### src/hdl/soc_pkg.sv
`default_nettype none

package soc_pkg;

   ////////////////////////////////////////////////////////////////////
   // basic bus types
   ////////////////////////////////////////////////////////////////////
   typedef logic [31:0] word_t;
   typedef logic [3:0]  strb_t;

   // address word as seen by the slaves
   typedef struct packed {
      logic [1:0]  region;
      logic [15:0] unused;
      logic [11:0] word_index;
      logic [1:0]  byte_offset;
   } soc_addr_s;

   // same word, raw or decoded
   typedef union packed {
      word_t     raw;
      soc_addr_s f;
   } soc_addr_u;

   // native bus, zero wstrb is a read
   typedef struct packed {
      logic      valid;
      soc_addr_u addr;
      word_t     wdata;
      strb_t     wstrb;
   } nat_req_t;

   typedef struct packed {
      logic  ready;
      word_t rdata;
   } nat_rsp_t;

   // axi4-lite, master side
   typedef struct packed {
      logic  awvalid;
      word_t awaddr;
      logic  wvalid;
      word_t wdata;
      strb_t wstrb;
      logic  bready;
      logic  arvalid;
      word_t araddr;
      logic  rready;
   } axil_req_t;

   // axi4-lite, slave side
   typedef struct packed {
      logic       awready;
      logic       wready;
      logic       bvalid;
      logic [1:0] bresp;
      logic       arready;
      logic       rvalid;
      word_t      rdata;
      logic [1:0] rresp;
   } axil_rsp_t;

   ////////////////////////////////////////////////////////////////////
   // address map and system constants
   ////////////////////////////////////////////////////////////////////
   localparam logic [1:0] REGION_CODE = 2'd0;
   localparam logic [1:0] REGION_MAIN = 2'd1;
   localparam logic [1:0] REGION_UART = 2'd2;
   localparam logic [1:0] REGION_CTRL = 2'd3;

   localparam int BOOT_WORDS = 1024;
   localparam int MAIN_WORDS = 4096;

   localparam int POR_CYCLES        = 16;
   localparam int CORE_RESET_CYCLES = 4;

   localparam word_t CTRL_REMAP_ADDR = 32'hFFFF_FFFC;

   // uart register map, byte offsets
   localparam logic [15:0] UART_DIV_RESET = 16'd8;
   localparam logic [3:0]  UART_DATA      = 4'h0;
   localparam logic [3:0]  UART_DIV       = 4'h4;
   localparam logic [3:0]  UART_STAT      = 4'h8;

   localparam logic [1:0] RESP_OKAY = 2'b00;

   // bridge fsm encoding
   localparam logic [1:0] ST_IDLE = 2'd0;
   localparam logic [1:0] ST_REQ  = 2'd1;
   localparam logic [1:0] ST_WRSP = 2'd2;
   localparam logic [1:0] ST_RRSP = 2'd3;

endpackage

`default_nettype wire
### src/hdl/reset_ctrl.sv
`default_nettype none
`timescale 1ns/1ps

module reset_ctrl (
   input  wire               clk,
   input  wire               reset,
   input  soc_pkg::nat_req_t req,
   output soc_pkg::nat_rsp_t rsp,
   output logic              sys_reset,
   output logic              core_reset,
   output logic              mem_remap
);

   logic [4:0]     por_cnt;
   logic [2:0]     core_cnt;
   logic           ready_q, acc, hit;
   soc_pkg::word_t rdata_q;

   assign acc = req.valid && !ready_q;
   assign hit = (req.addr.raw == soc_pkg::CTRL_REMAP_ADDR);

   ////////////////////////////////////////////////////////////////////
   // power-on hold
   ////////////////////////////////////////////////////////////////////
   always_ff @(posedge clk or posedge reset) begin
      if (reset) begin
         por_cnt   <= 5'd0;
         sys_reset <= 1'b1;
      end else if (sys_reset) begin
         // released after POR_CYCLES clean edges
         if (por_cnt == 5'(soc_pkg::POR_CYCLES - 1))
            sys_reset <= 1'b0;
         por_cnt <= por_cnt + 5'd1;
      end
   end

   ////////////////////////////////////////////////////////////////////
   // remap register and core reset pulse
   ////////////////////////////////////////////////////////////////////
   always_ff @(posedge clk or posedge sys_reset) begin
      if (sys_reset) begin
         ready_q   <= 1'b0;
         mem_remap <= 1'b0;
         core_cnt  <= 3'd0;
      end else begin
         ready_q <= req.valid && !ready_q;
         if (acc && |req.wstrb && hit) begin
            // sticky until next reset
            mem_remap <= 1'b1;
            core_cnt  <= 3'(soc_pkg::CORE_RESET_CYCLES);
         end else if (core_cnt != 3'd0) begin
            core_cnt <= core_cnt - 3'd1;
         end
      end
   end

   // other region 3 words read as zero
   always_ff @(posedge clk) begin
      if (acc)
         rdata_q <= hit ? {31'd0, mem_remap} : '0;
   end

   assign core_reset = sys_reset || (core_cnt != 3'd0);
   assign rsp.ready  = ready_q;
   assign rsp.rdata  = rdata_q;

endmodule

`default_nettype wire

### config.mk
export PLATFORM = sky130hd
export DESIGN_NAME = reset_ctrl
export DESIGN_NICKNAME = d
export VERILOG_FILES = /design/src/hdl/soc_pkg.sv /design/src/hdl/reset_ctrl.sv
export SDC_FILE = /design/constraint.sdc
export NUM_CORES = 1
export LEC_CHECK = 0
export ABC_AREA = 1
export BUFFER_PORTS_ARGS = -buffer_cell sky130_fd_sc_hd__buf_2
export CORE_MARGIN = 1.5
export CORE_UTILIZATION = 30
export CTS_CLUSTER_DIAMETER = 50
export CTS_CLUSTER_SIZE = 20
export DETAILED_ROUTE_END_ITERATION = 10
export PLACE_DENSITY = 0.84
export REMOVE_ABC_BUFFERS = 1
export SYNTH_ARGS = -nofsm -noshare
export SYNTH_HDL_FRONTEND = slang
export SYNTH_SLANG_ARGS = --single-unit
### constraint.sdc
create_clock -name clk -period 1.16 [get_ports clk]
set_clock_uncertainty 0.15 [all_clocks]
set_input_delay 0.232 -clock clk [delete_from_list [all_inputs] [get_ports clk]]
set_output_delay 0.232 -clock clk [all_outputs]
set_load 0.05 [all_outputs]
==> impl_metrics.ini <==
[worst_setup_path]
worstReg2RegEnd = core_cnt[0]
critPathRequiredTime_ps = 780
path_buf_inv = 3
cp_max_fo = 2
max_stage_delay_ps = 390
cpMaxStageDelayCell = dfrtp_1
rr_startpoint = core_cnt[1]
worstSetupPathType = flop to output port
crit_arrival_ps = 1190
cp_top_family = flip-flops
reg2reg_depth = 9
setup.worst_path.end_class = output port
crit_chain = inv_2 -> ha_4 -> nand2_4 -> inv_4 -> nand2_2 -> buf_8
ff2ff_setup_slack_ps = -260
crit_path_start_kind = flop

[clock_tree]
clk_pin_slew_ps = 70
clkSinkCount = 12
cts_max_level = 1
tritoncts = yes
clock_path_buffers = 2
clock-root-buffer = clkbuf_4
cts_made_buffers = 3
insertion_delay_ps = 270

[placed_design]
place_ws_ps = -212.5
port_buffers = 43
gp_congestion = 0.6826
dpl_cell_area_mm2 = 0.001137
hpwl_mm = 1.418

[logic_synthesis]
synthTopCellsByCount = 34 x nand2_1, 32 x buf_4, 17 x inv_1
ys_ff_latch = 12
syn_avg_cell_area_um2 = 7.408
synth_ff_type = dfrtp_1
synth.top_cell.area_share_pct = 26.81
synth_cells = 126
async_reset_ff_share_pct = 91.67
yosysUniqueCellTypes = 16
synth_most_common_cell = nand2_1
yosys.area.top_type = dfrtp_1
yosysSeqAreaShare_pct = 32.84
yosys_warnings = 0
synth.cell_area_um2 = 933.4
synth-edff-count = 1
netlist_top_cells_area = dfrtp_1 27%, buf_4 26%, nand2_1 14%

[cells_and_area]
final_core_util_pct = 44.83
antennaDiodeCount = 0
fin_area_mm2 = 0.001346
drive_gt1_share_pct = 44.15
fin_nets = 264
areaGrowthSynthToFinish_pct = 44.24

[sta]
drv_slew = 0
rsz0062_at_grt = yes
fmax_mhz = 636.0
fin_tns_setup_ps = -1569
final_hold_viol_count = 0
setup_violations = 11
period_share_pct = 135.5
timing.final.ws_setup_ps = -412.3
timing.final.crit_period_ps = 1572

[power_and_ir_drop]
p_sw_share_pct = 37.57
leakagePower_nw = 0.7863
internal_power_mw = 0.6823
power_frac_seq_pct = 39.3
power_frac_comb_pct = 30.6
ir_drop_uv = 343.5
p_switching_mw = 0.4106
p_clk_share_pct = 30.2
p_per_area_mw_per_mm2 = 811.8

[routing]
finalWirelength_mm = 1.908
drc_errors = 0
num_vias = 860
avgRoutedWirePerCell_um = 8.633
dr.pass1.iters = 4
ant_nets = 0
viasPerCell = 3.891
drtIter0Drc = 9

[min_path]
holdPathStages = 3
min_to = ready_q
hp-start = req[68]
hold_path_class = primary input to flop

[flow_run]
drv_cap = 0

[grt]
grt_max_degree = 10
overflow = 0
grt_usage_pct = 11.97
grt_pass1_wl_mm = 3.063
antenna_found_initial = 0
first_global_vias = 827

[die]
die-area_mm2 = 0.003455
placement_rows = 20
initial_core_util_pct = 31.08
core-area_mm2 = 0.003003
die_h_um = 58.78
die_w_um = 58.78
ioPinCount = 107

[run_status]
violations = setup timing
status = finished with violations
==> worst max-delay path by stage <==
stage,startpoint,to,slack [ps],depth (start not counted)
2_1_floorplan,sys_reset,core_reset,-550,2
3_3_place_gp,core_cnt[1],core_reset,-190,6
3_5_place_dp,core_cnt[1],core_reset,-210,6
4_1_cts,core_cnt[1],core_reset,-390,6
5_1_grt,core_cnt[1],core_reset,-450,6
6_report,core_cnt[1],core_reset,-410,6
==> worst reg2reg max path, delay by kind of cell (launching register included) <==
family                     cells  cell delay (ps)
and+or+nand+nor                2              110
DFF                            1              390
xor gates and xnor gates       1              140
adders and majority gates      1              130
buffers and inverters          5              410
==> cells in the final DEF, fill, tap and decap left out, types with 3 or more instances in the layout <==
cell,netlist,final
clkbuf_4,0,3
nand2_1,34,31
buf_4,32,15
buf_6,0,4
nor2_1,13,13
buf_2,0,38
conb_1,1,31
dfrtp_1,10,10
xor2_1,4,3
o21ai_2,0,3
inv_1,17,14
==> metal layers <==
metal,vias to the layer above,part of all wire (%),GRT usage (%)
met2,48,57,24.76
li1,439,-,-
met4,0,2.3,3.896
met5,-,0,0
met1,367,32,10.25
met3,6,8.9,4.176
==> stage by stage <==
stage          power (mW)  hold WS (ps)  std cells
4_1_cts             1.102         39.72        224
3_5_place_dp       0.7611       -0.4717        210
6_report            1.093         56.76        221
3_3_place_gp       0.7594        -2.809        210
2_1_floorplan      0.6929        -127.8        124
5_1_grt             1.144         63.32        221
==> timing repair <==
action                                  in CTS  in global routing
endpoints found under the setup margin      11                 14
gates resized for setup                     30                  9
setup buffers                               11                  2
pin swaps                                    7                  5
hold buffers                                 1                  0
endpoints found under the hold margin        6                  0
==> sequential cells by signal, summed over array words and instances (netlist names) <==
signal,flops
core_cnt,3
rdata_q,1
por_cnt,5
mem_remap,1
sys_reset,1
ready_q,1
==> logic make-up after synthesis <==
logic type	count (synthesis)	share of synthesized area (%)
other	1	0.4018
XOR/XNOR	5	4.691
adder cells (fa/ha/maj)	4	5.362
AND/OR/NAND/NOR	51	21.98
buffers and inverters	49	32.57
AO/OA/AOI/OAI	4	2.144
flip-flops	12	32.84
==> cell type report <==
type	instances	area, um^2
timing repair buffer	60	387.9
multi-input combinational	95	508.0
sequential	12	306.5
fill	317	1657
inverter	17	66.31
clock buffer	4	36.28
tap	33	41.29
==> power by group through the flow <==
| stage | clock network, mW | registers [mW] | logic, mW |
|---|---|---|---|
| 2_1_floorplan | 0 | 0.450 | 0.243 |
| 3_3_place_gp | 0 | 0.437 | 0.323 |
| 3_5_place_dp | 0 | 0.437 | 0.325 |
| 4_1_cts | 0.341 | 0.429 | 0.332 |
| 5_1_grt | 0.360 | 0.430 | 0.355 |
| 6_report | 0.330 | 0.429 | 0.334 |
(Power assumes the default switching activity.)
