**src/hdl/soc_pkg.sv**
```systemverilog
`default_nettype none

package soc_pkg;

   ////////////////////////////////////////////////////////////////////
   // basic bus types
   ////////////////////////////////////////////////////////////////////
   typedef logic [31:0] word_t;
   typedef logic [3:0]  strb_t;

   // address word as seen by the slaves
   typedef struct packed {
      logic [1:0]  region;
      logic [15:0] unused;
      logic [11:0] word_index;
      logic [1:0]  byte_offset;
   } soc_addr_s;

   // same word, raw or decoded
   typedef union packed {
      word_t     raw;
      soc_addr_s f;
   } soc_addr_u;

   // native bus, zero wstrb is a read
   typedef struct packed {
      logic      valid;
      soc_addr_u addr;
      word_t     wdata;
      strb_t     wstrb;
   } nat_req_t;

   typedef struct packed {
      logic  ready;
      word_t rdata;
   } nat_rsp_t;

   // axi4-lite, master side
   typedef struct packed {
      logic  awvalid;
      word_t awaddr;
      logic  wvalid;
      word_t wdata;
      strb_t wstrb;
      logic  bready;
      logic  arvalid;
      word_t araddr;
      logic  rready;
   } axil_req_t;

   // axi4-lite, slave side
   typedef struct packed {
      logic       awready;
      logic       wready;
      logic       bvalid;
      logic [1:0] bresp;
      logic       arready;
      logic       rvalid;
      word_t      rdata;
      logic [1:0] rresp;
   } axil_rsp_t;

   ////////////////////////////////////////////////////////////////////
   // address map and system constants
   ////////////////////////////////////////////////////////////////////
   localparam logic [1:0] REGION_CODE = 2'd0;
   localparam logic [1:0] REGION_MAIN = 2'd1;
   localparam logic [1:0] REGION_UART = 2'd2;
   localparam logic [1:0] REGION_CTRL = 2'd3;

   localparam int BOOT_WORDS = 1024;
   localparam int MAIN_WORDS = 4096;

   localparam int POR_CYCLES        = 16;
   localparam int CORE_RESET_CYCLES = 4;

   localparam word_t CTRL_REMAP_ADDR = 32'hFFFF_FFFC;

   // uart register map, byte offsets
   localparam logic [15:0] UART_DIV_RESET = 16'd8;
   localparam logic [3:0]  UART_DATA      = 4'h0;
   localparam logic [3:0]  UART_DIV       = 4'h4;
   localparam logic [3:0]  UART_STAT      = 4'h8;

   localparam logic [1:0] RESP_OKAY = 2'b00;

   // bridge fsm encoding
   localparam logic [1:0] ST_IDLE = 2'd0;
   localparam logic [1:0] ST_REQ  = 2'd1;
   localparam logic [1:0] ST_WRSP = 2'd2;
   localparam logic [1:0] ST_RRSP = 2'd3;

endpackage

`default_nettype wire
```
**src/hdl/axil_native_bridge.sv**
```systemverilog
`default_nettype none
`timescale 1ns/1ps

module axil_native_bridge (
   input  wire                clk,
   input  wire                reset,
   input  soc_pkg::axil_req_t axil_req,
   output soc_pkg::axil_rsp_t axil_rsp,
   output soc_pkg::nat_req_t  nat_req,
   input  soc_pkg::nat_rsp_t  nat_rsp
);

   logic [1:0] state;
   // registered address channel readies
   logic aw_rdy;
   logic ar_rdy;
   logic is_write;
   logic aw_fire;
   logic ar_fire;

   // captured transaction
   soc_pkg::soc_addr_u req_addr;
   soc_pkg::word_t     req_wdata;
   soc_pkg::strb_t     req_wstrb;
   soc_pkg::word_t     rsp_rdata;

   // master keeps valid up while ready is high
   assign aw_fire = aw_rdy && axil_req.awvalid && axil_req.wvalid;
   assign ar_fire = ar_rdy && axil_req.arvalid;

   ////////////////////////////////////////////////////////////////////
   // control fsm
   ////////////////////////////////////////////////////////////////////
   always_ff @(posedge clk or posedge reset) begin
      if (reset) begin
         state    <= soc_pkg::ST_IDLE;
         aw_rdy   <= 1'b0;
         ar_rdy   <= 1'b0;
         is_write <= 1'b0;
      end else begin
         case (state)
            soc_pkg::ST_IDLE: begin
               aw_rdy <= 1'b0;
               ar_rdy <= 1'b0;
               if (aw_fire) begin
                  state    <= soc_pkg::ST_REQ;
                  is_write <= 1'b1;
               end else if (ar_fire) begin
                  state    <= soc_pkg::ST_REQ;
                  is_write <= 1'b0;
               end else if (!aw_rdy && !ar_rdy) begin
                  // write wins over a pending read
                  if (axil_req.awvalid && axil_req.wvalid)
                     aw_rdy <= 1'b1;
                  else if (axil_req.arvalid)
                     ar_rdy <= 1'b1;
               end
            end
            // native request held until the slave answers
            soc_pkg::ST_REQ: begin
               if (nat_rsp.ready)
                  state <= is_write ? soc_pkg::ST_WRSP : soc_pkg::ST_RRSP;
            end
            soc_pkg::ST_WRSP: begin
               if (axil_req.bready)
                  state <= soc_pkg::ST_IDLE;
            end
            default: begin
               if (axil_req.rready)
                  state <= soc_pkg::ST_IDLE;
            end
         endcase
      end
   end

   // payload capture
   always_ff @(posedge clk) begin
      if (aw_fire) begin
         req_addr.raw <= axil_req.awaddr;
         req_wdata    <= axil_req.wdata;
         req_wstrb    <= axil_req.wstrb;
      end else if (ar_fire) begin
         req_addr.raw <= axil_req.araddr;
         req_wdata    <= '0;
         req_wstrb    <= '0;
      end
      if (state == soc_pkg::ST_REQ && nat_rsp.ready)
         rsp_rdata <= nat_rsp.rdata;
   end

   ////////////////////////////////////////////////////////////////////
   // outputs
   ////////////////////////////////////////////////////////////////////
   assign nat_req.valid = (state == soc_pkg::ST_REQ);
   assign nat_req.addr  = req_addr;
   assign nat_req.wdata = req_wdata;
   assign nat_req.wstrb = req_wstrb;

   // aw and w always taken together
   assign axil_rsp.awready = aw_rdy;
   assign axil_rsp.wready  = aw_rdy;
   assign axil_rsp.arready = ar_rdy;
   assign axil_rsp.bvalid  = (state == soc_pkg::ST_WRSP);
   assign axil_rsp.bresp   = soc_pkg::RESP_OKAY;
   assign axil_rsp.rvalid  = (state == soc_pkg::ST_RRSP);
   assign axil_rsp.rdata   = rsp_rdata;
   assign axil_rsp.rresp   = soc_pkg::RESP_OKAY;

endmodule

`default_nettype wire

```
**config.mk**
```make
export PLATFORM = sky130hd
export DESIGN_NAME = axil_native_bridge
export DESIGN_NICKNAME = d
export VERILOG_FILES = /design/src/hdl/soc_pkg.sv /design/src/hdl/axil_native_bridge.sv
export SDC_FILE = /design/constraint.sdc
export NUM_CORES = 1
export LEC_CHECK = 0
export BUFFER_PORTS_ARGS = -buffer_cell sky130_fd_sc_hd__buf_4
export CORE_AREA = 2 2 96 98
export CTS_BUF_LIST = sky130_fd_sc_hd__clkbuf_4 sky130_fd_sc_hd__clkbuf_8
export DETAILED_ROUTE_END_ITERATION = 7
export DIE_AREA = 0 0 98 100
export PLACE_DENSITY_LB_ADDON = 0.05
export SYNTH_ARGS = -nofsm -noshare
export SYNTH_HDL_FRONTEND = slang
export SYNTH_SLANG_ARGS = --single-unit
```
**constraint.sdc**
```tcl
create_clock -name clk -period 7.68 [get_ports clk]
set_input_delay 1.536 -clock clk [delete_from_list [all_inputs] [get_ports clk]]
set_output_delay 1.536 -clock clk [all_outputs]
set_load 0.02 [all_outputs]
```
==> metrics.txt <==
Util after Layout 0.685; XOR/XNOR Fraction of Synth Area 0; Die W 98 um; Pre-antenna DRT Iters 4; post-synthesis adder-cell area fraction 0; slowest CP cell buf_4; die area 9800 um^2; DR iter-0 viols 111; commonest non-fill, non-tap cell in the layout buf_4; HP Class flip-flop to flip-flop; Worst Clk Skew 11.2 ps; simple-gate share of the synthesized area 0.166; critical-path cell list buf_4, and3_2, buf_4, a21oi_1, inv_2, buf_4; vias in the first global route 2,749; Required @ worst endpoint 7660 ps; Mapped Cells 284; Tot GR Track Use 0.189; post-synthesis area per instance 14.1 um^2; gr ovfl total 0; first-pass GRT wire length 14,100 um; peak supply drop 0.000132 V; worst stage delay on the critical path 560 ps; data arrival time of the worst path 3410 ps; r2r setup slk 5020 ps; port bufs 245; post-synthesis sequential area ratio 0.783; RSZ-0062 raised after global routing no; layout cell share with drive strength beyond 1 0.498; CTS tree done; minimum clock period 3430 ps; Synth area leader edfxtp_1; Critical Path Start Type primary input; power per cell area 269 nW/um^2; area delta synth->final 52.4%; multiplexer area fraction after synthesis 0; Post-CTS Resized 0; Final setup viols 0; Top Metal Used met4; Num CTS Buffers 9; leading cell types in the layout, fill and taps excluded buf_4 (249), edfxtp_1 (100), nand2_1 (98); io pins 250; largest family of logic cells by synthesized area simple AND/OR/NAND/NOR gates; Least-Margin Pin Slew 579 ps; fin crit share 0.446; core area 8890 um^2; DRC 0; worst-case clock buffer depth 2; worst setup path category primary input to flip-flop; # diodes 0; Placer Congestion 0.801; worst-path fanout max 69; Final nets 669; clk_lat worst skew 350 ps; hold depth 2; clock slew at reported path FFs 80 ps; Distinct cells, synth 24; synthesized area 3990 um^2; most frequent CP cell buf_4; Fin. Hold Viols 0; die extent in y 100 um; number of synthesized register bits 105; Leakage 2.76 nW; WL met1 3370 um; DRT Wirelength 9500 um; top cell type's share of synthesized area 0.752; fmax 292 MHz; vias per cell 4.54; Rows 35; Post-CTS Hold Buffers 0; Initial Util 0.449; Crit. End Element flip-flop; yosys warns 0; status complete, no violations; Max-cap violations 0; post-detail-place hpwl 7300 um; initial antenna violation count 0; via count 2,929; H-tree depth 3; complex-gate fraction of the synthesized area 0.0150; WL per Instance 14.7 um; largest net degree at the start of global routing 70; post-CTS setup buffers 0; Antenna Nets Post-Route 0; synth top area cells edfxtp_1 (75%), nand2_1 (9.2%), and2_1 (6.0%); routed wl met3 945 um; Final Max Tran Viols 0; met2 routed WL 5000 um; Setup TNS 0 ps; clock sinks 105; worst rel slew slack 0.614; reg2reg path depth 5; root buffer cell clkbuf_8
==> per-layer routing <==
| layer | vias up | global-route usage |
|---|---|---|
| met3 | 15 | 0.0585 |
| met5 | - | 0 |
| met4 | 0 | 0.0791 |
| met2 | 153 | 0.337 |
| met1 | 1320 | 0.210 |
| li1 | 1441 | - |
==> flip-flops by register name (all words and copies together), names as in the netlist <==
name,flops
req_wdata,32
req_wstrb,4
aw_rdy,1
req_addr,32
state,2
ar_rdy,1
rsp_rdata,32
is_write,1
==> final cells by class <==
type	instances	area [um^2]
inverter	3	11.3
tap	111	139
timing repair buffer	249	1870
clock buffer	9	124
sequential	105	3130
fill	700	2800
clock inverter	7	76.3
multi-input combinational	161	741
==> path summary, 6_finish.rpt <==
check | to | startpoint
worst max-delay path | req_addr[13] | axil_req[104]
worst min-delay path | is_write | is_write
worst max register to register | req_addr[13] | aw_rdy
worst min register to register | is_write | is_write
max in group asynchronous | is_write | reset
min in group asynchronous | state[1] | reset
==> critical path, delay by kind of cell <==
family | cells | cell delay (ps)
buffers and inverters | 4 | 1520
AND/OR/NAND/NOR | 1 | 160
AO/OA/AOI/OAI | 1 | 140
==> through the flow <==
step	std cells	setup slack [ps]	instance area [um^2]	hold WS [ps]	power, mW
global route	645	4080	6090	569	1.72
floorplan	287	3960	4010	470	1.08
global placement	629	3890	5890	493	1.31
detailed placement	629	3860	5890	498	1.32
CTS	645	4240	6090	518	1.65
finish	645	4250	6090	511	1.64
==> where the power goes <==
group | switching (mW) | leakage (nW) | internal (mW)
registers | 0.0407 | 1.00 | 0.766
logic | 0.290 | 1.66 | 0.201
clock network | 0.184 | 0.0979 | 0.153
==> synthesized netlist by cell type <==
| cell | number |
|---|---|
| buf_2 | 3 |
| and2b_1 | 1 |
| nor2_1 | 1 |
| a21oi_1 | 3 |
| nor2b_1 | 2 |
| inv_1 | 3 |
| edfxtp_1 | 100 |
| buf_4 | 7 |
| buf_8 | 1 |
| and3_1 | 1 |
| or2_0 | 1 |
| nand2_1 | 98 |
| and2_1 | 38 |
| o21ai_1 | 1 |
| a32o_1 | 1 |
| buf_6 | 2 |
| nor3_1 | 1 |
| nand3_1 | 2 |
| clkbuf_2 | 2 |
| o21ai_0 | 6 |
| or2b_1 | 1 |
| clkbuf_1 | 3 |
| conb_1 | 1 |
| dfrtp_1 | 5 |
==> cell families (layout without fill, tap and decap cells) <==
family	after synthesis	count (layout)
and+or+nand+nor	146	146
buffers and inverters	21	268
AOI/OAI and AO/OA	11	11
other	1	4
DFF	105	105
Power figures use the tool's default switching activity.
