File: src/hdl/soc_pkg.sv
`default_nettype none

package soc_pkg;

   ////////////////////////////////////////////////////////////////////
   // basic bus types
   ////////////////////////////////////////////////////////////////////
   typedef logic [31:0] word_t;
   typedef logic [3:0]  strb_t;

   // address word as seen by the slaves
   typedef struct packed {
      logic [1:0]  region;
      logic [15:0] unused;
      logic [11:0] word_index;
      logic [1:0]  byte_offset;
   } soc_addr_s;

   // same word, raw or decoded
   typedef union packed {
      word_t     raw;
      soc_addr_s f;
   } soc_addr_u;

   // native bus, zero wstrb is a read
   typedef struct packed {
      logic      valid;
      soc_addr_u addr;
      word_t     wdata;
      strb_t     wstrb;
   } nat_req_t;

   typedef struct packed {
      logic  ready;
      word_t rdata;
   } nat_rsp_t;

   // axi4-lite, master side
   typedef struct packed {
      logic  awvalid;
      word_t awaddr;
      logic  wvalid;
      word_t wdata;
      strb_t wstrb;
      logic  bready;
      logic  arvalid;
      word_t araddr;
      logic  rready;
   } axil_req_t;

   // axi4-lite, slave side
   typedef struct packed {
      logic       awready;
      logic       wready;
      logic       bvalid;
      logic [1:0] bresp;
      logic       arready;
      logic       rvalid;
      word_t      rdata;
      logic [1:0] rresp;
   } axil_rsp_t;

   ////////////////////////////////////////////////////////////////////
   // address map and system constants
   ////////////////////////////////////////////////////////////////////
   localparam logic [1:0] REGION_CODE = 2'd0;
   localparam logic [1:0] REGION_MAIN = 2'd1;
   localparam logic [1:0] REGION_UART = 2'd2;
   localparam logic [1:0] REGION_CTRL = 2'd3;

   localparam int BOOT_WORDS = 1024;
   localparam int MAIN_WORDS = 4096;

   localparam int POR_CYCLES        = 16;
   localparam int CORE_RESET_CYCLES = 4;

   localparam word_t CTRL_REMAP_ADDR = 32'hFFFF_FFFC;

   // uart register map, byte offsets
   localparam logic [15:0] UART_DIV_RESET = 16'd8;
   localparam logic [3:0]  UART_DATA      = 4'h0;
   localparam logic [3:0]  UART_DIV       = 4'h4;
   localparam logic [3:0]  UART_STAT      = 4'h8;

   localparam logic [1:0] RESP_OKAY = 2'b00;

   // bridge fsm encoding
   localparam logic [1:0] ST_IDLE = 2'd0;
   localparam logic [1:0] ST_REQ  = 2'd1;
   localparam logic [1:0] ST_WRSP = 2'd2;
   localparam logic [1:0] ST_RRSP = 2'd3;

endpackage

`default_nettype wire
File: src/hdl/native_interconnect.sv
`default_nettype none
`timescale 1ns/1ps

module native_interconnect (
   input  soc_pkg::nat_req_t master_req,
   output soc_pkg::nat_rsp_t master_rsp,
   input  wire               mem_remap,
   output soc_pkg::nat_req_t code_req,
   output soc_pkg::nat_req_t main_req,
   output soc_pkg::nat_req_t uart_req,
   output soc_pkg::nat_req_t ctrl_req,
   input  soc_pkg::nat_rsp_t code_rsp,
   input  soc_pkg::nat_rsp_t main_rsp,
   input  soc_pkg::nat_rsp_t uart_rsp,
   input  soc_pkg::nat_rsp_t ctrl_rsp
);

   logic [1:0] region;

   // top two address bits pick the slave
   assign region = master_req.addr.f.region;

   ////////////////////////////////////////////////////////////////////
   // request fan-out and response mux
   ////////////////////////////////////////////////////////////////////
   always_comb begin
      // payload goes everywhere, valid only to one
      code_req       = master_req;
      main_req       = master_req;
      uart_req       = master_req;
      ctrl_req       = master_req;
      code_req.valid = 1'b0;
      main_req.valid = 1'b0;
      uart_req.valid = 1'b0;
      ctrl_req.valid = 1'b0;
      master_rsp     = '0;

      case (region)
         soc_pkg::REGION_CODE: begin
            // after remap region 0 aliases main memory
            if (mem_remap) begin
               main_req.valid = master_req.valid;
               master_rsp     = main_rsp;
            end else begin
               code_req.valid = master_req.valid;
               master_rsp     = code_rsp;
            end
         end
         // main memory has two sources, never live together
         soc_pkg::REGION_MAIN: begin
            main_req.valid = master_req.valid;
            master_rsp     = main_rsp;
         end
         soc_pkg::REGION_UART: begin
            uart_req.valid = master_req.valid;
            master_rsp     = uart_rsp;
         end
         default: begin
            ctrl_req.valid = master_req.valid;
            master_rsp     = ctrl_rsp;
         end
      endcase
   end

endmodule

`default_nettype wire

File: config.mk
export PLATFORM = sky130hd
export DESIGN_NAME = native_interconnect
export DESIGN_NICKNAME = d
export VERILOG_FILES = /design/src/hdl/soc_pkg.sv /design/src/hdl/native_interconnect.sv
export SDC_FILE = /design/constraint.sdc
export NUM_CORES = 1
export LEC_CHECK = 0
export BUFFER_PORTS_ARGS = -buffer_cell sky130_fd_sc_hd__buf_2
export CAP_MARGIN = 20
export CORE_AREA = 2 2 201 203
export DETAILED_ROUTE_END_ITERATION = 10
export DIE_AREA = 0 0 203 205
export GPL_TIMING_DRIVEN = 0
export PLACE_DENSITY = 0.37
export SYNTH_ARGS = -nofsm -noshare
export SYNTH_HDL_FRONTEND = slang
export SYNTH_SLANG_ARGS = --single-unit
File: constraint.sdc
create_clock -name vclk -period 0.8
set_input_delay 0.04 -clock vclk [all_inputs]
set_output_delay 0.04 -clock vclk [all_outputs]
set_load 0.1 [all_outputs]
==> impl_metrics.json, run 1 <==
{
  "p_sw_share_pct": 72.80,
  "die_w_um": 203,
  "syn-cell-area_um2": 3228,
  "area_growth_pct": 141.3,
  "rsz0062_at_grt": "true",
  "numSequentialCells": 0,
  "synth-xor-area-share_pct": 0,
  "io_pins": 511,
  "powerDensity_nw_per_um2": 1422,
  "worstSetupPathType": "in -> out",
  "maxCapViolCount": 0,
  "p_leak_nw": 3.978,
  "grt_pass1_wl_um": 21700,
  "viasPerCell": 2.861,
  "ys_seq_area_share_pct": 0,
  "cp_max_fo": 10,
  "layout_setup_ws_ps": -401.3,
  "gp_congestion": 0.7539,
  "cp_cell_sequence": "buf_12 > nor2_8 > buf_12 > mux2i_2 > mux2i_4 > buf_6",
  "power_frac_clock_pct": 0,
  "hp-class": "in -> out",
  "grt_max_degree": 11,
  "synth_top_family_by_area": "buffers and inverters",
  "start_util_pct": 8.200,
  "yosys.area_share.simple_pct": 2.364,
  "cp_top_family": "buffers and inverters",
  "fin_crit_sh_pct": 150.2,
  "maxSlewViolCount": 0,
  "regArea_um2": 0,
  "grt_pass1_vias": 3829,
  "via_count": 3934,
  "ant_nets": 0,
  "die_y_um": 205,
  "fin_nets": 1053,
  "wl_um": 16100,
  "synth.distinct_cells": 15,
  "final_area_um2": 7789,
  "period_minus_slack_ps": 1201,
  "critPathRequiredTime_ps": 760,
  "setup_viol": 36,
  "combPwrFrac_pct": 100.0,
  "switching_power_mw": 8.065,
  "grt_antenna_before_repair": 1,
  "seqPwrFrac_pct": 0,
  "numPortBuffers": 444,
  "cp_slowest_stage_delay_ps": 270,
  "path_buf_inv": 3,
  "detail_route.iter0.violations": 87,
  "fin_hold_ws_ps": 463.6,
  "syn_inst": 392,
  "nClkBuffers": 0,
  "slowest_stage": "mux2i_2",
  "tightest_slew_ps": 552.4,
  "dieArea_um2": 41620,
  "crit_path_start_kind": "primary input",
  "nFillCells": 4388,
  "outcome": "complete, but fails checks",
  "grt_overflow_total": 0,
  "synthMuxAreaShare_pct": 29.77,
  "fmax_mhz": 832.4,
  "end_kind": "output pin",
  "p_int_mw": 3.013,
  "critical_path_arrival_ps": 1160,
  "timing.critical_path.mode_cell": "buf_12",
  "core-area_um2": 39370,
  "postPlaceCellArea_um2": 6869,
  "syn_nets": 594,
  "layout_commonest_cell": "buf_2",
  "synth.avg_cell_area_um2": 8.235,
  "layout_common_cells": "405 x buf_2, 281 x buf_4, 63 x mux2i_4",
  "route.detailed.wl_per_inst_um": 11.71,
  "dr.pass1.iters": 4,
  "drc": 0,
  "power_mw": 11.08,
  "synthAdderAreaFrac_pct": 0,
  "violations": "negative setup slack",
  "peakVddDrop_uv": 748.5,
  "rows": 73,
  "dpl.hpwl_um": 14020,
  "yosysWarnings": 0,
  "hold_violations": 0,
  "final_layout_size_suffix_gt1_share_pct": 97.29,
  "max_slew_margin_pct": 63.43,
  "grt_usage_pct": 6.631,
  "synth_compound_area_share_pct": 0.5039
}
-- path summary, 6_finish.rpt --
path / start / to / depth (start not counted)
worst max-delay path: master_req[66] / master_rsp[22] / 6
worst min-delay path: master_req[32] / uart_req[32] / 2
-- cell usage after synthesis --
| library cell | instances | share of area, % |
|---|---|---|
| nand2_1 | 2 | 0.23 |
| and3_1 | 1 | 0.19 |
| nor2_8 | 1 | 0.62 |
| nor3b_1 | 1 | 0.23 |
| o32ai_2 | 1 | 0.50 |
| nand2b_1 | 1 | 0.19 |
| nor2_1 | 2 | 0.23 |
| buf_12 | 3 | 1.9 |
| nor4_1 | 1 | 0.19 |
| nor3_1 | 1 | 0.15 |
| buf_6 | 4 | 1.4 |
| buf_2 | 4 | 0.62 |
| nor3_2 | 1 | 0.31 |
| mux2i_1 | 96 | 30 |
| buf_4 | 273 | 63 |
-- cells by family (layout without fill, tap and decap cells) --
logic type      Yosys count  count (layout)
simple gates             11              11
mux                      96              96
buf+inv                 284             741
compound gates            1               1
other cells               0               1
-- stage by stage --
stage / setup TNS [ps] / cells / utilization, % / setup WS [ps]
6_report: -12030 / 1375 / 19.79 / -401.3
5_1_grt: -13480 / 1374 / 19.78 / -442.5
4_1_cts: -12830 / 1375 / 19.78 / -447.3
3_5_place_dp: -21850 / 1361 / 17.45 / -749.0
3_3_place_gp: -22840 / 1361 / 17.45 / -782.0
2_1_floorplan: -17470 / 392 / - / -585.0
-- timing repair --
action,in CTS,in global routing
gates cloned,3,0
buffers inserted,11,2
gates resized for setup,184,12
pin swaps,2,1
hold buffers,0,0
setup endpoints to repair,41,37
-- metal layers --
| metal | GRT usage (%) | wire [um] |
|---|---|---|
| met4 | 0.1825 | 0 |
| met2 | 14.18 | 9103 |
| met3 | 1.289 | 1640 |
| met5 | 0 | 0 |
| met1 | 6.844 | 5360 |
-- power by group through the flow --
stage / logic (mW) / registers, mW / clock network, mW
2_1_floorplan: 8.89 / 0 / 0
3_3_place_gp: 10.3 / 0 / 0
3_5_place_dp: 10.2 / 0 / 0
4_1_cts: 11.1 / 0 / 0
5_1_grt: 11.4 / 0 / 0
6_report: 11.1 / 0 / 0.000000167
-- final cells by class --
class / instances / area [um^2] / area share, %
Antenna cell: 1 / 2.502 / 0.03213
Buffer: 284 / 2280 / 29.27
Multi-Input combinational cell: 108 / 1949 / 25.03
Tap cell: 525 / 656.9 / 8.434
Timing Repair Buffer: 457 / 2900 / 37.24
No activity file was read; power rests on OpenSTA's default activity.
==> inputs of run 2 (changes only) <==
==> constraint.sdc (replaced) <==
create_clock -name vclk -period 0.8
set_input_delay 0.16 -clock vclk [all_inputs]
set_output_delay 0.16 -clock vclk [all_outputs]
set_load 0.1 [all_outputs]
==> run 2 against run 1 <==
The run still ends with negative setup slack left. Via count increased by 2.1%. First-iteration DRC count grew 6.9%. Die area is the same. Critical path type unchanged. Critical endpoint is now master_rsp[25]. Largest cell class unchanged. Largest power group unchanged.
==> impl_metrics.json, run 2 (synthesis gave the netlist of run 1 again) <==
{
  "instances_no_fill": 1374,
  "worstSetupPathType": "in -> out",
  "rows": 73,
  "fin_tns_setup_ps": -20930,
  "layout_setup_ws_ps": -647.0,
  "hold_violations": 0,
  "core-area_um2": 39370,
  "p_sw_share_pct": 70.22,
  "die_y_um": 205,
  "dr.pass1.iters": 4,
  "route.detailed.wl_per_inst_um": 12.30,
  "numSequentialCells": 0,
  "fin_nets": 1052,
  "gp_congestion": 0.7539,
  "tightest_slew_ps": 334.3,
  "startpoint": "master_req[66]",
  "grt_antenna_before_repair": 1,
  "detail_route.iter0.violations": 93,
  "maxCapViolCount": 0,
  "grt_overflow_total": 0,
  "fin_hold_ws_ps": 646.4,
  "final_layout_size_suffix_gt1_share_pct": 97.29,
  "io_pins": 511,
  "power_mw": 11.57,
  "die_w_um": 203,
  "dieArea_um2": 41620,
  "worstHoldStart": "master_req[32]",
  "grt_max_degree": 11,
  "final_area_um2": 8474,
  "viasPerCell": 2.922,
  "drc": 0,
  "nFillCells": 4325,
  "layout_common_cells": "548 x buf_4, 133 x buf_2, 62 x mux2i_4",
  "end_kind": "output pin",
  "regArea_um2": 0,
  "hp-class": "in -> out",
  "violations": "negative setup slack",
  "period_minus_slack_ps": 1447,
  "grt_pass1_vias": 4064,
  "cp_max_fo": 10,
  "fmax_mhz": 691.1,
  "max_slew_margin_pct": 77.07,
  "fin_crit_sh_pct": 180.9,
  "combPwrFrac_pct": 100.0,
  "critical_path_arrival_ps": 1290,
  "postPlaceCellArea_um2": 6869,
  "p_leak_nw": 4.216,
  "area_growth_pct": 162.5,
  "rsz0062_at_grt": "true",
  "grt_usage_pct": 6.929,
  "numPortBuffers": 444,
  "layout_commonest_cell": "buf_4",
  "dpl.hpwl_um": 14020,
  "start_util_pct": 8.200,
  "seqPwrFrac_pct": 0,
  "power_frac_clock_pct": 0,
  "grt_pass1_wl_um": 22750,
  "switching_power_mw": 8.123,
  "powerDensity_nw_per_um2": 1365,
  "setup_viol": 37,
  "peakVddDrop_uv": 721.3,
  "maxSlewViolCount": 0,
  "crit_path_start_kind": "primary input",
  "wl_um": 16900,
  "outcome": "complete, but fails checks",
  "nClkBuffers": 0,
  "via_count": 4015,
  "critPathRequiredTime_ps": 640,
  "p_int_mw": 3.445,
  "ant_nets": 0,
  "placed_cells": 1361
}
run 2: timing repair:
item                       CTS  global route
gates cloned                 3             0
resized for setup          464             9
setup endpoints to repair  309            37
buffers inserted            11             1
pin swaps                    2             2
hold buffers                 0             0
run 2: critical path, stage by stage:
cell	delay (ps)
buf_12	110
nor2_8	220
buf_12	210
mux2i_2	280
mux2i_4	100
buf_6	200
run 2: final cells by class:
class | instances | area, um^2 | share of cell area, %
Timing Repair Buffer | 456 | 3595 | 42.42
Buffer | 284 | 2280 | 26.90
Multi-Input combinational cell | 108 | 1941 | 22.90
Tap cell | 525 | 656.9 | 7.751
Antenna cell | 1 | 2.502 | 0.02953
run 2: power groups by stage:
stage               registers [mW]  clock network (mW)  logic, mW
floorplan                        0                   0       8.89
global placement                 0                   0       10.3
detailed placement               0                   0       10.2
CTS                              0                   0       11.6
global route                     0                   0       11.8
finish                           0         0.000000167       11.6
run 2: final timing paths:
check,to,cells after the start,slack (ps)
setup / recovery,master_rsp[25],6,-650
hold / removal,uart_req[32],2,650
run 2: layer usage:
metal,up-vias,global-route usage (%),share of wire [%]
met5,-,0,0
met4,0,0.1825,0.20
met3,2,1.352,9.6
met2,288,14.96,57
met1,1798,7.036,33
li1,1927,-,-
run 2: stage by stage:
step                      setup slack [ps]  utilization, %
after floorplan                     -825.0               -
after global placement               -1022           17.45
after detailed placement            -989.0           17.45
after CTS                           -687.3           21.58
after global routing                -682.5           21.52
final                               -647.0           21.53
