==> config.mk <==
export PLATFORM = sky130hd
export DESIGN_NAME = uart_periph
export DESIGN_NICKNAME = d
export VERILOG_FILES = /design/src/hdl/soc_pkg.sv /design/src/hdl/uart_periph.sv
export SDC_FILE = /design/constraint.sdc
export NUM_CORES = 1
export LEC_CHECK = 0
export BUFFER_PORTS_ARGS = -buffer_cell sky130_fd_sc_hd__buf_4
export CAP_MARGIN = 40
export CORE_UTILIZATION = 60
export CTS_CLUSTER_SIZE = 14
export DETAILED_ROUTE_END_ITERATION = 8
export PLACE_DENSITY = 0.95
export SYNTH_ARGS = -nofsm -noshare
export SYNTH_HDL_FRONTEND = slang
export SYNTH_SLANG_ARGS = --single-unit
export TNS_END_PERCENT = 5
==> constraint.sdc <==
create_clock -name clk -period 5.4 [get_ports clk]
set_input_delay 0.27 -clock clk [delete_from_list [all_inputs] [get_ports clk]]
set_output_delay 0.27 -clock clk [all_outputs]
set_load 0.05 [all_outputs]
==> src/hdl/soc_pkg.sv <==
`default_nettype none

package soc_pkg;

   ////////////////////////////////////////////////////////////////////
   // basic bus types
   ////////////////////////////////////////////////////////////////////
   typedef logic [31:0] word_t;
   typedef logic [3:0]  strb_t;

   // address word as seen by the slaves
   typedef struct packed {
      logic [1:0]  region;
      logic [15:0] unused;
      logic [11:0] word_index;
      logic [1:0]  byte_offset;
   } soc_addr_s;

   // same word, raw or decoded
   typedef union packed {
      word_t     raw;
      soc_addr_s f;
   } soc_addr_u;

   // native bus, zero wstrb is a read
   typedef struct packed {
      logic      valid;
      soc_addr_u addr;
      word_t     wdata;
      strb_t     wstrb;
   } nat_req_t;

   typedef struct packed {
      logic  ready;
      word_t rdata;
   } nat_rsp_t;

   // axi4-lite, master side
   typedef struct packed {
      logic  awvalid;
      word_t awaddr;
      logic  wvalid;
      word_t wdata;
      strb_t wstrb;
      logic  bready;
      logic  arvalid;
      word_t araddr;
      logic  rready;
   } axil_req_t;

   // axi4-lite, slave side
   typedef struct packed {
      logic       awready;
      logic       wready;
      logic       bvalid;
      logic [1:0] bresp;
      logic       arready;
      logic       rvalid;
      word_t      rdata;
      logic [1:0] rresp;
   } axil_rsp_t;

   ////////////////////////////////////////////////////////////////////
   // address map and system constants
   ////////////////////////////////////////////////////////////////////
   localparam logic [1:0] REGION_CODE = 2'd0;
   localparam logic [1:0] REGION_MAIN = 2'd1;
   localparam logic [1:0] REGION_UART = 2'd2;
   localparam logic [1:0] REGION_CTRL = 2'd3;

   localparam int BOOT_WORDS = 1024;
   localparam int MAIN_WORDS = 4096;

   localparam int POR_CYCLES        = 16;
   localparam int CORE_RESET_CYCLES = 4;

   localparam word_t CTRL_REMAP_ADDR = 32'hFFFF_FFFC;

   // uart register map, byte offsets
   localparam logic [15:0] UART_DIV_RESET = 16'd8;
   localparam logic [3:0]  UART_DATA      = 4'h0;
   localparam logic [3:0]  UART_DIV       = 4'h4;
   localparam logic [3:0]  UART_STAT      = 4'h8;

   localparam logic [1:0] RESP_OKAY = 2'b00;

   // bridge fsm encoding
   localparam logic [1:0] ST_IDLE = 2'd0;
   localparam logic [1:0] ST_REQ  = 2'd1;
   localparam logic [1:0] ST_WRSP = 2'd2;
   localparam logic [1:0] ST_RRSP = 2'd3;

endpackage

`default_nettype wire
==> src/hdl/uart_periph.sv <==
`default_nettype none
`timescale 1ns/1ps

module uart_periph (
   input  wire               clk,
   input  wire               reset,
   input  soc_pkg::nat_req_t req,
   output soc_pkg::nat_rsp_t rsp,
   output logic              ser_tx,
   input  wire               ser_rx
);

   logic           acc, wr, ready_q;
   logic [3:0]     ofs;
   soc_pkg::word_t rdata_q;
   logic [15:0]    div;
   // transmitter
   logic [9:0]     tx_shift;
   logic [3:0]     tx_bits;
   logic [15:0]    tx_clk;
   logic           tx_busy, tx_load;
   // receiver
   logic [1:0]     rx_sync;
   logic [3:0]     rx_bits;
   logic [15:0]    rx_cnt;
   logic [7:0]     rx_shift, rx_data;
   logic           rx_valid, rx_tick, rx_done, rd_data;

   // register access on the first valid cycle
   assign acc     = req.valid && !ready_q;
   assign wr      = |req.wstrb;
   assign ofs     = {req.addr.f.word_index[1:0], req.addr.f.byte_offset};
   assign tx_busy = (tx_bits != 4'd0);
   // writes to data while busy are dropped
   assign tx_load = acc && wr && (ofs == soc_pkg::UART_DATA) && !tx_busy;
   assign rd_data = acc && !wr && (ofs == soc_pkg::UART_DATA);
   assign rx_tick = (rx_bits != 4'd0) && (rx_cnt == 16'd0);
   // stop bit sampled high
   assign rx_done = rx_tick && (rx_bits == 4'd1) && rx_sync[1];

   ////////////////////////////////////////////////////////////////////
   // registers and 8n1 transmit
   ////////////////////////////////////////////////////////////////////
   always_ff @(posedge clk or posedge reset) begin
      if (reset) begin
         ready_q  <= 1'b0;
         div      <= soc_pkg::UART_DIV_RESET;
         tx_shift <= '1;
         tx_bits  <= 4'd0;
         tx_clk   <= 16'd0;
      end else begin
         ready_q <= req.valid && !ready_q;
         if (acc && wr && ofs == soc_pkg::UART_DIV)
            div <= req.wdata[15:0];
         if (tx_load) begin
            // stop, data lsb first, start
            tx_shift <= {1'b1, req.wdata[7:0], 1'b0};
            tx_bits  <= 4'd10;
            tx_clk   <= 16'd0;
         end else if (tx_busy) begin
            if (tx_clk == div - 16'd1) begin
               tx_clk   <= 16'd0;
               tx_shift <= {1'b1, tx_shift[9:1]};
               tx_bits  <= tx_bits - 4'd1;
            end else begin
               tx_clk <= tx_clk + 16'd1;
            end
         end
      end
   end

   // line idles high once all ones shifted in
   assign ser_tx = tx_shift[0];

   ////////////////////////////////////////////////////////////////////
   // receive, mid-bit sampling
   ////////////////////////////////////////////////////////////////////
   always_ff @(posedge clk or posedge reset) begin
      if (reset) begin
         rx_sync  <= 2'b11;
         rx_bits  <= 4'd0;
         rx_cnt   <= 16'd0;
         rx_valid <= 1'b0;
      end else begin
         rx_sync <= {rx_sync[0], ser_rx};
         if (rx_bits == 4'd0) begin
            // start edge, wait half a bit
            if (!rx_sync[1]) begin
               rx_bits <= 4'd10;
               rx_cnt  <= (div - 16'd1) >> 1;
            end
         end else if (rx_cnt != 16'd0) begin
            rx_cnt <= rx_cnt - 16'd1;
         end else begin
            rx_cnt <= div - 16'd1;
            // glitch, start bit gone at mid-bit
            if (rx_bits == 4'd10 && rx_sync[1])
               rx_bits <= 4'd0;
            else
               rx_bits <= rx_bits - 4'd1;
         end
         // new byte overwrites an unread one
         if (rx_done)
            rx_valid <= 1'b1;
         else if (rd_data)
            rx_valid <= 1'b0;
      end
   end

   // data bits shift in lsb first
   always_ff @(posedge clk) begin
      if (rx_tick && rx_bits >= 4'd2 && rx_bits <= 4'd9)
         rx_shift <= {rx_sync[1], rx_shift[7:1]};
      if (rx_done)
         rx_data <= rx_shift;
      if (acc) begin
         case (ofs)
            soc_pkg::UART_DATA: rdata_q <= {24'd0, rx_data};
            soc_pkg::UART_DIV:  rdata_q <= {16'd0, div};
            soc_pkg::UART_STAT: rdata_q <= {30'd0, rx_valid, tx_busy};
            default:            rdata_q <= '0;
         endcase
      end
   end

   assign rsp.ready = ready_q;
   assign rsp.rdata = rdata_q;

endmodule

`default_nettype wire

==> impl_summary.md <==
Status
The run finished with clean final reports.

Place
Summed over all nets, the half-perimeter wirelength after detailed placement is 8.82 mm. At the end of routability-driven placement, the weighted congestion stood at 0.888. Input and output buffers added on the ports amount to 45. The instance area after placement is 5950 µm².

The worst-case setup slack after placement is 1.88 ns.

Hold path
The path type of the worst min-delay path is primary input to flop.

Worst setup path
The flop-to-flop setup slack is 1.79 ns. At the worst endpoint, the arrival time is 3.94 ns. The top fanout value on the critical path is 11. The worst setup path is launched from a flop. The category of the worst setup path capture point is a flop.

The start-to-end type of the worst setup path is flop to flop. STA puts the critical path data required time at 5.72 ns.

Layout
The final antenna diode count is 0. The area growth from synthesis to layout is 9.06%. After filler insertion, the fill cell instance count of the layout stands at 646. Once layout is complete, the utilization of the core stands at 67.0%. Across the whole layout, storage elements account for 2700 µm². Summing all multi-input logic gate instances after layout gives 2680 µm².

The final layout contains 668 nets. The area of all placed cells without fillers is 6160 µm². Cells with a size suffix above 1 make up 17.5% of the layout.

Detailed routing
The total detailed-routing wirelength is 12.5 mm. After detailed routing, the number of remaining DRC violations is 0. The average detailed-routed wire length per instance is 17.7 µm. The count of antenna-violating nets left after detailed routing is 0. The first TritonRoute pass finished after 6 iterations.

Using the TritonRoute via totals, the vias-per-cell ratio works out to 6.22. In this run, the number of DRC markers left after iteration 0 of detailed routing was 375. Summing over every cut layer, the via total after detailed routing is 4378.

Global route
The first-pass GRT wire length is 20.7 mm. The largest net degree at the start of global routing is 70. The total global routing track utilization is 27.4%.

Global routing finished with a remaining overflow of 0. The number of antenna violations at the first check in global routing was 0. The number of global-route vias before repair is 4278.

Die
The floorplan die area is 9800 µm². From bottom edge to top edge, the die measures 99 µm. The row count is 35.

The total area inside the core boundary comes to 9200 µm². 106 I/O pins were placed. Once the floorplan was initialized, standard cells occupied 61.4% of the core. From left edge to right edge, the die measures 99 µm.

STA
After layout, the worst path uses 66.9% of the clock period. The aggregate negative setup slack is 0 ns. The number of max-slew violations in the final report is 0. Setup repair after global routing left no endpoint under its margin. The slew at the pin closest to its max-slew limit is 0.872 ns.

For this run, the top clock speed supported by timing is 277 MHz. The number of endpoints with negative hold slack in the final report came to 0. After layout, the worst setup slack is 1.79 ns. Setup violations remaining at the end of the flow were counted as 0. In this run the tightest slew margin relative to its limit is 41.7%. The time the final worst path needs with I/O delays and setup is 3.61 ns. Hold timing on the final database bottoms out at a slack of 0.120 ns. The worst setup skew after layout is 0.0106 ns.

Yosys
Yosys printed 0 warnings. The post-synthesis cell type count is 65. The area of the mapped netlist is 5650 µm². The number of enable-type register cells in the synthesized netlist is 32. The instance count of the mapped netlist is 559. Sequential elements use 47.9% of the synthesized area. The synthesized design contains 101 register bits. After synthesis, the share of flip-flops with an asynchronous set or reset is 68.3%. The synthesized area per cell is 10.1 µm². For this run, the leading register cell type out of synthesis is sky130_fd_sc_hd__dfrtp_1.

Run
The number of maximum-capacitance constraint violations is 0.

Clock tree
The latest clock arrival within the worst-skew pair is 0.38 ns. In this run, CTS created clock tree buffers numbering 9. The clock sink count is 101. The tree is rooted in a sky130_fd_sc_hd__clkbuf_8. The CTS tree is built. The clock transition at the register clock pins on the worst setup and hold paths after CTS is 0.11 ns. The number of levels the H-tree was split into is 3.

Once the clock tree was built, the setup fixing pass inserted 0 buffers. The worst-case clock buffer depth is 2.

Pwr
Per report_power, the combinational group accounts for 34.6% of the total. In this run, flip-flops and latches consume 46.7% of the power. In this run the power density over the cells is 408 nW/µm². The internal power is 1500 µW. The power share of the clock group is 18.7%.

Net switching is 40.3% of the power. The analysis attributes to net switching a power of 1010 µW. The standby leakage power is 0.00256 µW. Across the VDD grid, the largest voltage drop is 0.190 mV.
-- cell usage in the layout (no fill, tap or decap), types with 7 or more instances in the layout --
cell and instances:
sky130_fd_sc_hd__dfrtp_1 57, sky130_fd_sc_hd__nor2_1 51, sky130_fd_sc_hd__buf_4 51, sky130_fd_sc_hd__nand2_1 49, sky130_fd_sc_hd__edfxtp_1 32, sky130_fd_sc_hd__xor2_1 27, sky130_fd_sc_hd__xnor2_1 25, sky130_fd_sc_hd__o21ai_0 19
sky130_fd_sc_hd__and2_1 18, sky130_fd_sc_hd__o21ai_1 17, sky130_fd_sc_hd__a21oi_1 16, sky130_fd_sc_hd__conb_1 16, sky130_fd_sc_hd__nand3_1 15, sky130_fd_sc_hd__mux2_2 14, sky130_fd_sc_hd__nor3_1 12, sky130_fd_sc_hd__dfstp_2 12
sky130_fd_sc_hd__inv_1 11, sky130_fd_sc_hd__nor4_1 10, sky130_fd_sc_hd__nor2b_1 10, sky130_fd_sc_hd__clkbuf_8 9, sky130_fd_sc_hd__and3_1 8, sky130_fd_sc_hd__o211ai_1 8, sky130_fd_sc_hd__a22o_1 8, sky130_fd_sc_hd__ha_1 8
sky130_fd_sc_hd__nand4_1 7, sky130_fd_sc_hd__a221o_1 7
-- logic make-up (layout without fill, tap and decap cells) --
logic type | after synthesis | after routing | share of synthesized area [%]
other | 1 | 16 | 0.0664
buffers and inverters | 61 | 80 | 5.81
adder cells (fa/ha/maj) | 8 | 8 | 1.77
flip-flops | 101 | 101 | 47.9
XOR/XNOR | 54 | 54 | 8.89
AND/OR/NAND/NOR | 217 | 217 | 20.3
AO/OA/AOI/OAI | 97 | 97 | 11.4
multiplexers | 20 | 20 | 3.88
-- power groups by stage --
stage	registers (µW)	clock network [µW]	logic [µW]
after detailed placement	1180	0	846
final	1170	471	870
after global routing	1190	504	963
after global placement	1160	0	798
after floorplan	1090	0	736
after CTS	1160	473	858
-- critical path, stage by stage, from the launching register on --
cell	delay (ns)
sky130_fd_sc_hd__dfrtp_1	0.56
sky130_fd_sc_hd__or4_1	0.70
sky130_fd_sc_hd__or4_1	0.59
sky130_fd_sc_hd__nor3_2	0.24
sky130_fd_sc_hd__xor3_1	0.28
sky130_fd_sc_hd__nor3_1	0.51
sky130_fd_sc_hd__and4_1	0.45
sky130_fd_sc_hd__a221o_1	0.22
-- Yosys cell counts, drive strengths merged (8+ instances only) --
| library cell | instances | share of area, % |
|---|---|---|
| a21oi | 17 | 1.7 |
| a22o | 8 | 1.2 |
| and2 | 18 | 2.0 |
| and3 | 8 | 0.89 |
| buf | 24 | 3.3 |
| clkbuf | 26 | 1.7 |
| dfrtp | 57 | 25 |
| dfstp | 12 | 5.6 |
| edfxtp | 32 | 17 |
| ha | 8 | 1.8 |
| inv | 11 | 0.73 |
| mux2 | 15 | 3.0 |
| nand2 | 50 | 3.4 |
| nand3 | 15 | 1.3 |
| nor2 | 51 | 3.4 |
| nor2b | 10 | 1.1 |
| nor3 | 13 | 1.2 |
| nor4 | 11 | 1.2 |
| o211ai | 8 | 1.1 |
| o21ai | 36 | 3.2 |
| xnor2 | 25 | 3.9 |
| xor2 | 27 | 4.2 |
-- metrics by stage --
step	std cells	total power [µW]
final	704	2510
after global routing	704	2660
after CTS	704	2490
after detailed placement	687	2020
after global placement	684	1960
after floorplan	574	1830
-- routing by layer --
metal  share of wire, %  up-vias  GRT usage (%)
li1                   -     2014              -
met1                 40     2107           34.6
met2                 50      217           44.0
met3                7.4       40           5.04
met4                3.3        0           16.5
met5                  0        -              0
-- area by class of cell --
| cell class | count | share of cell area (%) |
|---|---|---|
| flip-flops and latches | 101 | 43.9 |
| well taps | 111 | 2.26 |
| clock buffers | 9 | 2.01 |
| clock inverters | 7 | 1.12 |
| multi-input cells | 412 | 43.6 |
| inverters | 11 | 0.671 |
| repair buffers | 53 | 6.46 |
-- state kept, by name, indices dropped and copies added (netlist names), 2 cells and up --
signal,cells
rx_sync,2
tx_clk,16
rx_data,8
rx_cnt,16
tx_bits,4
rdata_q,16
rx_bits,4
rx_shift,8
div,16
tx_shift,9
-- final timing paths --
check                      cells past startpoint          end  startpoint
hold reg to reg                                0   rx_sync[1]  rx_sync[0]
setup reg to reg                               7  tx_shift[2]      div[7]
hold / removal                                 3       div[0]      req[4]
min in group asynchronous                      3   tx_bits[3]       reset
setup / recovery                               7  tx_shift[2]      div[7]
max in group asynchronous                      3       div[8]       reset
-- what timing repair did --
item | CTS | global route
endpoints found under the hold margin | 1 | 0
gates resized for setup | 0 | 0
hold buffers | 1 | 0
(Power assumes the default switching activity.)
